**src/source/mem_id_pkg.sv**
```systemverilog
package mem_id_pkg;

    localparam int unsigned ID_W    = 4;
    localparam int unsigned NUM_SRC = 3;

    typedef logic [1:0] src_idx_t;  // 0 data, 1 bypass, 2 fetch

    // source numbering, same as the arbiter input order
    localparam src_idx_t SRC_DATA   = 2'd0;
    localparam src_idx_t SRC_BYPASS = 2'd1;
    localparam src_idx_t SRC_FETCH  = 2'd2;

    // fixed transaction ID encodings
    localparam logic [ID_W-1:0] ID_FETCH       = 4'b0000;
    localparam logic [ID_W-1:0] ID_DATA        = 4'b1100;
    localparam logic [1:0]      ID_BYPASS_BASE = 2'b10;    // top two bits, 10xx

    // owner of a transaction ID, anything unknown belongs to data
    function automatic src_idx_t id_to_src(input logic [ID_W-1:0] id);
        if (id == ID_FETCH) begin
            return SRC_FETCH;
        end
        if (id == ID_DATA) begin
            return SRC_DATA;
        end
        if (id[ID_W-1 -: 2] == ID_BYPASS_BASE) begin
            return SRC_BYPASS;
        end
        return SRC_DATA;
    endfunction

endpackage

```
**src/source/mem_chan_pkg.sv**
```systemverilog
package mem_chan_pkg;

    localparam int unsigned ADDR_W = 32;
    localparam int unsigned DATA_W = 32;
    localparam int unsigned STRB_W = DATA_W / 8;
    localparam int unsigned LEN_W  = 8;

    typedef struct packed {
        logic [mem_id_pkg::ID_W-1:0] id;
        logic [ADDR_W-1:0]           addr;
        logic [LEN_W-1:0]            len;   // beats minus one
    } ar_chan_t;

    typedef struct packed {
        logic [mem_id_pkg::ID_W-1:0] id;
        logic [ADDR_W-1:0]           addr;
        logic [LEN_W-1:0]            len;
    } aw_chan_t;

    typedef struct packed {
        logic [DATA_W-1:0] data;
        logic [STRB_W-1:0] strb;    // one bit per byte lane
        logic              last;
    } w_chan_t;

    typedef struct packed {
        logic [mem_id_pkg::ID_W-1:0] id;
        logic [DATA_W-1:0]           data;
        logic                        last;
    } r_chan_t;

    typedef struct packed {
        logic [mem_id_pkg::ID_W-1:0] id;
        logic [1:0]                  resp;  // okay / exokay / slverr / decerr
    } b_chan_t;

endpackage

```
**src/source/stream_arbiter.sv**
```systemverilog
`timescale 1ns/1ps

module stream_arbiter #(
    parameter int unsigned NumInp = 2,
    parameter type         DATA_T = logic
) (
    input  logic               clk_i,
    input  logic               rst_n_i,
    input  logic [NumInp-1:0]  inp_valid_i,
    input  DATA_T [NumInp-1:0] inp_data_i,
    output logic [NumInp-1:0]  inp_ready_o,
    output logic               oup_valid_o,
    output DATA_T              oup_data_o,
    input  logic               oup_ready_i
);

    localparam int unsigned IdxW = (NumInp > 1) ? $clog2(NumInp) : 1;

    logic [IdxW-1:0] rr_q;      // priority pointer
    logic [IdxW-1:0] gnt_q;     // grant held while an offer waits
    logic            lock_q;
    logic [IdxW-1:0] rr_gnt;
    logic            rr_hit;
    logic [IdxW-1:0] gnt;
    logic [IdxW-1:0] ptr_next;
    int unsigned     cand;

    // ------------------------------
    // round-robin search
    // ------------------------------
    always_comb begin
        rr_gnt = rr_q;
        rr_hit = 1'b0;
        cand   = 0;
        for (int unsigned i = 0; i < NumInp; i++) begin
            cand = (32'(rr_q) + i) % NumInp;    // wraps past the top input
            if (!rr_hit && inp_valid_i[cand]) begin
                rr_gnt = IdxW'(cand);
                rr_hit = 1'b1;
            end
        end
    end

    // a locked grant keeps the waiting payload on the output
    assign gnt         = lock_q ? gnt_q : rr_gnt;
    assign oup_valid_o = lock_q ? inp_valid_i[gnt_q] : rr_hit;
    assign oup_data_o  = inp_data_i[gnt];

    always_comb begin
        inp_ready_o      = '0;
        inp_ready_o[gnt] = oup_valid_o & oup_ready_i;   // only the winner sees ready
    end

    assign ptr_next = (gnt == IdxW'(NumInp - 1)) ? '0 : gnt + 1'b1;

    // ------------------------------
    // pointer and lock state
    // ------------------------------
    always_ff @(posedge clk_i) begin
        if (!rst_n_i) begin
            rr_q   <= '0;
            gnt_q  <= '0;
            lock_q <= 1'b0;
        end else if (oup_valid_o && oup_ready_i) begin
            rr_q   <= ptr_next;     // one past the input just served
            lock_q <= 1'b0;
        end else if (oup_valid_o) begin
            gnt_q  <= gnt;
            lock_q <= 1'b1;
        end
    end

endmodule

```
**src/source/write_steer.sv**
```systemverilog
`timescale 1ns/1ps

module write_steer #(
    parameter int unsigned StrDepth = 4
) (
    input  logic                                            clk_i,
    input  logic                                            rst_n_i,
    input  logic                                            aw_fire_i,
    input  logic [mem_id_pkg::ID_W-1:0]                     aw_id_i,
    input  logic [mem_id_pkg::NUM_SRC-1:0]                  src_w_valid_i,
    input  mem_chan_pkg::w_chan_t [mem_id_pkg::NUM_SRC-1:0] src_w_data_i,
    output logic [mem_id_pkg::NUM_SRC-1:0]                  src_w_ready_o,
    output logic                                            mem_w_valid_o,
    output mem_chan_pkg::w_chan_t                           mem_w_data_o,
    input  logic                                            mem_w_ready_i,
    output logic                                            aw_space_o
);

    import mem_id_pkg::*;

    localparam int unsigned PtrW = (StrDepth > 1) ? $clog2(StrDepth) : 1;
    localparam int unsigned CntW = $clog2(StrDepth + 1);

    src_idx_t        idx_q [StrDepth];  // owner of each open write, oldest at rd_ptr
    logic [PtrW-1:0] wr_ptr_q;
    logic [PtrW-1:0] rd_ptr_q;
    logic [CntW-1:0] cnt_q;
    src_idx_t        aw_src;
    src_idx_t        head;
    logic            empty;
    logic            push;
    logic            pop;

    function automatic logic [PtrW-1:0] ptr_inc(input logic [PtrW-1:0] ptr);
        return (ptr == PtrW'(StrDepth - 1)) ? '0 : ptr + 1'b1;
    endfunction

    assign aw_src = id_to_src(aw_id_i);
    assign push   = aw_fire_i;
    assign pop    = mem_w_valid_o & mem_w_ready_i & mem_w_data_o.last;  // burst done

    // ------------------------------
    // source queue
    // ------------------------------
    always_ff @(posedge clk_i) begin
        if (push) begin
            idx_q[wr_ptr_q] <= aw_src;
        end
    end

    always_ff @(posedge clk_i) begin
        if (!rst_n_i) begin
            wr_ptr_q <= '0;
            rd_ptr_q <= '0;
            cnt_q    <= '0;
        end else begin
            if (push) begin
                wr_ptr_q <= ptr_inc(wr_ptr_q);
            end
            if (pop) begin
                rd_ptr_q <= ptr_inc(rd_ptr_q);
            end
            if (push && !pop) begin
                cnt_q <= cnt_q + 1'b1;
            end else if (pop && !push) begin
                cnt_q <= cnt_q - 1'b1;
            end
        end
    end

    assign empty      = (cnt_q == '0);
    assign aw_space_o = (cnt_q != CntW'(StrDepth));
    assign head       = idx_q[rd_ptr_q];

    // ------------------------------
    // W multiplexer
    // ------------------------------
    assign mem_w_valid_o = !empty & src_w_valid_i[head];
    assign mem_w_data_o  = src_w_data_i[head];

    always_comb begin
        src_w_ready_o = '0;
        if (!empty) begin
            src_w_ready_o[head] = mem_w_ready_i;
        end
    end

endmodule

```
**src/source/resp_router.sv**
```systemverilog
`timescale 1ns/1ps

// R and B share this, the payload itself is broadcast by the caller
module resp_router (
    input  logic [mem_id_pkg::ID_W-1:0]    rsp_id_i,
    input  logic                           rsp_valid_i,
    output logic                           rsp_ready_o,
    output logic [mem_id_pkg::NUM_SRC-1:0] src_valid_o,
    input  logic [mem_id_pkg::NUM_SRC-1:0] src_ready_i
);

    import mem_id_pkg::*;

    src_idx_t sel;  // destination of the current response

    // fetch 0000, bypass 10xx, data 1100 and everything else
    assign sel = id_to_src(rsp_id_i);

    // ------------------------------
    // valid out, ready back
    // ------------------------------
    always_comb begin
        src_valid_o      = '0;
        src_valid_o[sel] = rsp_valid_i;     // exactly one destination
    end

    assign rsp_ready_o = src_ready_i[sel];

endmodule

```
**src/source/mem_port_mux.sv**
```systemverilog
`timescale 1ns/1ps

module mem_port_mux #(
    parameter int unsigned StrDepth = 4
) (
    input  logic                   clk_i,
    input  logic                   rst_n_i,
    // data cache, source 0
    input  logic                   data_ar_valid_i,
    input  mem_chan_pkg::ar_chan_t data_ar_i,
    output logic                   data_ar_ready_o,
    input  logic                   data_aw_valid_i,
    input  mem_chan_pkg::aw_chan_t data_aw_i,
    output logic                   data_aw_ready_o,
    input  logic                   data_w_valid_i,
    input  mem_chan_pkg::w_chan_t  data_w_i,
    output logic                   data_w_ready_o,
    output logic                   data_r_valid_o,
    output mem_chan_pkg::r_chan_t  data_r_o,
    input  logic                   data_r_ready_i,
    output logic                   data_b_valid_o,
    output mem_chan_pkg::b_chan_t  data_b_o,
    input  logic                   data_b_ready_i,
    // uncached bypass, source 1
    input  logic                   bypass_ar_valid_i,
    input  mem_chan_pkg::ar_chan_t bypass_ar_i,
    output logic                   bypass_ar_ready_o,
    input  logic                   bypass_aw_valid_i,
    input  mem_chan_pkg::aw_chan_t bypass_aw_i,
    output logic                   bypass_aw_ready_o,
    input  logic                   bypass_w_valid_i,
    input  mem_chan_pkg::w_chan_t  bypass_w_i,
    output logic                   bypass_w_ready_o,
    output logic                   bypass_r_valid_o,
    output mem_chan_pkg::r_chan_t  bypass_r_o,
    input  logic                   bypass_r_ready_i,
    output logic                   bypass_b_valid_o,
    output mem_chan_pkg::b_chan_t  bypass_b_o,
    input  logic                   bypass_b_ready_i,
    // instruction fetch, source 2
    input  logic                   fetch_ar_valid_i,
    input  mem_chan_pkg::ar_chan_t fetch_ar_i,
    output logic                   fetch_ar_ready_o,
    input  logic                   fetch_aw_valid_i,
    input  mem_chan_pkg::aw_chan_t fetch_aw_i,
    output logic                   fetch_aw_ready_o,
    input  logic                   fetch_w_valid_i,
    input  mem_chan_pkg::w_chan_t  fetch_w_i,
    output logic                   fetch_w_ready_o,
    output logic                   fetch_r_valid_o,
    output mem_chan_pkg::r_chan_t  fetch_r_o,
    input  logic                   fetch_r_ready_i,
    output logic                   fetch_b_valid_o,
    output mem_chan_pkg::b_chan_t  fetch_b_o,
    input  logic                   fetch_b_ready_i,
    // memory port
    output logic                   mem_ar_valid_o,
    output mem_chan_pkg::ar_chan_t mem_ar_o,
    input  logic                   mem_ar_ready_i,
    output logic                   mem_aw_valid_o,
    output mem_chan_pkg::aw_chan_t mem_aw_o,
    input  logic                   mem_aw_ready_i,
    output logic                   mem_w_valid_o,
    output mem_chan_pkg::w_chan_t  mem_w_o,
    input  logic                   mem_w_ready_i,
    input  logic                   mem_r_valid_i,
    input  mem_chan_pkg::r_chan_t  mem_r_i,
    output logic                   mem_r_ready_o,
    input  logic                   mem_b_valid_i,
    input  mem_chan_pkg::b_chan_t  mem_b_i,
    output logic                   mem_b_ready_o
);

    import mem_id_pkg::*;
    import mem_chan_pkg::*;

    logic aw_space;     // room for one more open write

    // ------------------------------
    // address arbitration
    // ------------------------------
    stream_arbiter #(
        .NumInp ( NUM_SRC   ),
        .DATA_T ( ar_chan_t )
    ) i_arb_ar (
        .clk_i       ( clk_i                                                  ),
        .rst_n_i     ( rst_n_i                                                ),
        .inp_valid_i ( {fetch_ar_valid_i, bypass_ar_valid_i, data_ar_valid_i} ),
        .inp_data_i  ( {fetch_ar_i, bypass_ar_i, data_ar_i}                   ),
        .inp_ready_o ( {fetch_ar_ready_o, bypass_ar_ready_o, data_ar_ready_o} ),
        .oup_valid_o ( mem_ar_valid_o                                         ),
        .oup_data_o  ( mem_ar_o                                               ),
        .oup_ready_i ( mem_ar_ready_i                                         )
    );

    // a full steering queue holds every AW back, memory never sees an uncounted one
    stream_arbiter #(
        .NumInp ( NUM_SRC   ),
        .DATA_T ( aw_chan_t )
    ) i_arb_aw (
        .clk_i       ( clk_i   ),
        .rst_n_i     ( rst_n_i ),
        .inp_valid_i ( {fetch_aw_valid_i, bypass_aw_valid_i, data_aw_valid_i}
                       & {NUM_SRC{aw_space}} ),
        .inp_data_i  ( {fetch_aw_i, bypass_aw_i, data_aw_i}                   ),
        .inp_ready_o ( {fetch_aw_ready_o, bypass_aw_ready_o, data_aw_ready_o} ),
        .oup_valid_o ( mem_aw_valid_o                                         ),
        .oup_data_o  ( mem_aw_o                                               ),
        .oup_ready_i ( mem_aw_ready_i & aw_space                              )
    );

    // ------------------------------
    // write data steering
    // ------------------------------
    write_steer #(
        .StrDepth ( StrDepth )
    ) i_steer_w (
        .clk_i         ( clk_i                                               ),
        .rst_n_i       ( rst_n_i                                             ),
        .aw_fire_i     ( mem_aw_valid_o & mem_aw_ready_i                     ),
        .aw_id_i       ( mem_aw_o.id                                         ),
        .src_w_valid_i ( {fetch_w_valid_i, bypass_w_valid_i, data_w_valid_i} ),
        .src_w_data_i  ( {fetch_w_i, bypass_w_i, data_w_i}                   ),
        .src_w_ready_o ( {fetch_w_ready_o, bypass_w_ready_o, data_w_ready_o} ),
        .mem_w_valid_o ( mem_w_valid_o                                       ),
        .mem_w_data_o  ( mem_w_o                                             ),
        .mem_w_ready_i ( mem_w_ready_i                                       ),
        .aw_space_o    ( aw_space                                            )
    );

    // ------------------------------
    // response routing
    // ------------------------------
    assign data_r_o   = mem_r_i;    // payload goes everywhere, valid goes to one
    assign bypass_r_o = mem_r_i;
    assign fetch_r_o  = mem_r_i;
    assign data_b_o   = mem_b_i;
    assign bypass_b_o = mem_b_i;
    assign fetch_b_o  = mem_b_i;

    resp_router i_route_r (
        .rsp_id_i    ( mem_r_i.id                                          ),
        .rsp_valid_i ( mem_r_valid_i                                       ),
        .rsp_ready_o ( mem_r_ready_o                                       ),
        .src_valid_o ( {fetch_r_valid_o, bypass_r_valid_o, data_r_valid_o} ),
        .src_ready_i ( {fetch_r_ready_i, bypass_r_ready_i, data_r_ready_i} )
    );

    resp_router i_route_b (
        .rsp_id_i    ( mem_b_i.id                                          ),
        .rsp_valid_i ( mem_b_valid_i                                       ),
        .rsp_ready_o ( mem_b_ready_o                                       ),
        .src_valid_o ( {fetch_b_valid_o, bypass_b_valid_o, data_b_valid_o} ),
        .src_ready_i ( {fetch_b_ready_i, bypass_b_ready_i, data_b_ready_i} )
    );

endmodule

```
**config.mk**
```make
export PLATFORM = sky130hd
export DESIGN_NAME = mem_port_mux
export DESIGN_NICKNAME = d
export VERILOG_FILES = /design/src/source/mem_id_pkg.sv /design/src/source/mem_chan_pkg.sv /design/src/source/stream_arbiter.sv /design/src/source/write_steer.sv /design/src/source/resp_router.sv /design/src/source/mem_port_mux.sv
export SDC_FILE = /design/constraint.sdc
export NUM_CORES = 1
export LEC_CHECK = 0
export BUFFER_PORTS_ARGS = -buffer_cell sky130_fd_sc_hd__buf_4
export CAP_MARGIN = 20
export CORE_AREA = 3 3 275 277
export DETAILED_ROUTE_END_ITERATION = 6
export DIE_AREA = 0 0 278 280
export PLACE_DENSITY = 0.3
export SETUP_SLACK_MARGIN = 0.5
export SYNTH_ARGS = -nofsm -noshare
export SYNTH_HDL_FRONTEND = slang
export SYNTH_HIERARCHICAL = 1
export SYNTH_SLANG_ARGS = --single-unit
```
**constraint.sdc**
```tcl
create_clock -name clk_i -period 2.8 [get_ports clk_i]
set_input_delay 0.14 -clock clk_i [delete_from_list [all_inputs] [get_ports clk_i]]
set_output_delay 0.14 -clock clk_i [all_outputs]
set_load 0.005 [all_outputs]
```
==> flow_summary.yaml <==
layout:
  antennaDiodeCount: 0
  layout-drive-gt1-share_pct: 66.96
  final_common_cell: "buf_4"
  layout_common_cells: "buf_4 (613), nand4_1 (89), nand2_1 (74), mux2i_1 (71), o21ai_1 (57)"
  fin_util_pct: 18.29
  nets: 1824
  area_growth_pct: 110.0
setup_path:
  worstRegToRegCells: 14
  critPathLaunchType: "register"
  cp.depth: 11
  ff2ff_setup_slack_ns: -0.07
  r2r-end: "i_steer_w/cnt_q[2]"
  path_buf_inv: 4
  crit_start: "i_arb_aw/rr_q[0]"
  crit-reg2reg-launch: "i_arb_aw/rr_q[0]"
  critPathTopFamily: "simple AND/OR/NAND/NOR gates"
  crit_end: "mem_aw_o[39]"
  arrival_ns: 2.75
  end_kind: "output port"
  critPathMaxFanout: 23
  path_class: "register to output port"
  critPathSlowestCell: "or4_4"
  cp_common_cell: "buf_12"
  slowest_delay_ns: 0.60
  cp_data_required_time_ns: 2.66
  timing.critical_path.cells: "inv_4, ha_4, mux2i_4, o2bb2ai_4, buf_12, a2111oi_2, or4_4, buf_12, nand4_1, o21ai_1, buf_4"
global_routing:
  first_global_vias: 8680
  grt_overflow: 0
  grt_max_degree: 41
  grt_util_all_layers_pct: 9.478
  grt_pass1_wl_mm: 56.32
  antenna_found_initial: 2
logic_synthesis:
  synth_cells: 848
  synth_edf_count: 8
  synth_area_um2: 6365
  syn-num-nets: 1303
  async_flop_share_pct: 0
  ys_seq_elements: 27
  ys.flop_type: "dfxtp_1"
  synth.avg_cell_area_um2: 7.506
  yosys.cell_types.count: 73
  synth_warnings: 6
  yosysSeqAreaShare_pct: 9.750
routing:
  drc_errors: 0
  drt_iter0_markers: 279
  via_count: 8366
  met3_length_mm: 3.263
  drtPass1Iterations: 4
  wl_met2_mm: 21.03
  wirelength_mm: 40.85
  wl_per_cell_um: 17.55
  via_per_inst: 3.595
  met1Wirelength_mm: 15.62
  ant_nets: 0
  top_layer_used: "met4"
sta:
  finalHoldViolCount: 0
  fin_crit_sh_pct: 103.3
  slew_headroom_pct: 68.08
  skew_ns: 0.01242
  finalCriticalPeriod_ns: 2.894
  timing.fmax_mhz: 345.6
  finalMaxSlewViolations: 0
  setup_viol: 100
  max_slew.worst_pin.slew_ns: 0.4787
  rsz0062_at_grt: "yes"
  timing.setup.tns_ns: -4.348
  timing.final.ws_setup_ns: -0.09355
status:
  violations: "setup timing"
  outcome: "finished with violations"
clock_network:
  clk_latency_ns: 0.29
  h-tree-depth: 1
  cts_tree: "built"
  cts_buffers: 3
  cts.sinks: 27
  clkTransAtPathRegs_ns: 0.09
  clockBufferDepth: 2
  cts_root_buf: "clkbuf_16"
flow_run:
  drv_cap: 0
pwr:
  p_leak_nw: 6.043
  p_total_w: 0.01595
  vdd_drop_max_v: 0.0006615
  p_per_area_nw_per_um2: 1193
floorplan:
  rows: 99
  fp.dieArea_um2: 77840
  core-area_um2: 73080
  io-pin-count: 714
  die_w_um: 278
  dieHeight_um: 280
  initial_core_util_pct: 8.709
place:
  hpwlAfterDp_mm: 32.35
  portBuffers: 573
  gp_congestion: 0.7797
hold_path:
  hold_class: "input port to register"
[flip-flops by register name, summed over array words and instances (netlist names), named ones only]
signal,count
i_steer_w/cnt_q,3
i_arb_ar/lock_q,1
i_steer_w/idx_q,8
i_arb_aw/rr_q,2
i_arb_ar/rr_q,2
i_arb_aw/gnt_q,2
i_arb_aw/lock_q,1
i_steer_w/rd_ptr_q,2
i_arb_ar/gnt_q,2
i_steer_w/wr_ptr_q,2
[through the flow]
stage / cell area [um^2] / instances / hold slack [ns] / setup WS [ns]
floorplan: 6640 / 848 / 0.2617 / 0.09471
global route: 13370 / 2327 / 0.2490 / -0.2052
finish: 13370 / 2327 / 0.2337 / -0.09355
CTS: 12560 / 2300 / 0.2343 / -0.1365
global placement: 11430 / 2246 / 0.2801 / -0.03787
detailed placement: 11430 / 2246 / 0.2801 / -0.007214
[cell usage after synthesis, types with 3 or more instances]
cell	number	area share, %
buf_4	134	16
nand2_1	102	6.0
mux2i_1	94	15
nand4_1	89	8.7
o21ai_0	68	5.3
inv_1	55	3.2
o221ai_2	39	9.2
clkbuf_1	27	1.6
o21ai_1	21	1.7
buf_2	20	1.6
dfxtp_1	19	6.0
nor2_1	19	1.1
buf_6	15	2.7
ha_1	14	2.8
and2_1	13	1.3
nor2b_1	11	1.1
edfxtp_1	8	3.8
o221ai_1	6	0.83
buf_1	5	0.29
nand2b_1	5	0.49
nand3b_1	5	0.59
o22ai_1	4	0.39
a21boi_1	3	0.35
nand3_1	3	0.24
nor3b_1	3	0.35
o211ai_1	3	0.35
[where the power goes]
part           internal (W)  switching [W]  total (W)
logic               0.00818        0.00670     0.0149
clock network      0.000200       0.000181   0.000381
registers          0.000561       0.000126   0.000687
[worst min path at each step]
stage,end,from,cells after the start
after floorplan,i_arb_aw/lock_q,rst_n_i,1
after global placement,bypass_r_o[31],mem_r_i[31],0
after detailed placement,bypass_r_o[31],mem_r_i[31],0
after CTS,i_arb_ar/gnt_q[1],rst_n_i,2
after global routing,i_arb_ar/gnt_q[1],rst_n_i,2
final,i_arb_ar/gnt_q[0],rst_n_i,2
[metal layers]
| metal | track usage [%] | up-vias |
|---|---|---|
| met5 | 0 | - |
| met4 | 2.328 | 0 |
| met3 | 2.763 | 70 |
| met2 | 17.37 | 396 |
| met1 | 10.77 | 3890 |
| li1 | - | 4010 |
[cells by family after synthesis]
kind of cell	synth area share (%)
buffers and inverters	25.16
adders and majority gates	3.067
and+or+nand+nor	22.80
AOI/OAI and AO/OA	23.00
xor gates and xnor gates	0.2753
muxes	15.94
DFF	9.750
[layout make-up]
class | instances | area [um^2]
inverter | 55 | 216.5
multi-input combinational | 565 | 4933
clock inverter | 1 | 8.758
sequential | 27 | 641.9
tap | 959 | 1200
timing repair buffer | 717 | 6290
clock buffer | 3 | 75.07
fill | 8169 | 59720
[worst register-to-register path, stage by stage (launching register included)]
cell	delay (ns)
dfxtp_4	0.39
buf_6	0.10
ha_4	0.17
mux2i_4	0.31
o2bb2ai_4	0.16
buf_6	0.15
o41ai_4	0.36
inv_1	0.12
and2_4	0.17
ha_4	0.15
inv_2	0.04
fa_2	0.18
xor2_1	0.06
or3_1	0.31
a21boi_1	0.13
[repair_timing]
item / CTS / global route
setup buffers: 42 / 21
endpoints found under the hold margin: 0 / 0
cloned: 8 / 6
pin swaps: 17 / 42
gates resized for setup: 165 / 120
endpoints found under the setup margin: 158 / 167
hold buffers: 0 / 0
Power figures use the tool's default switching activity.
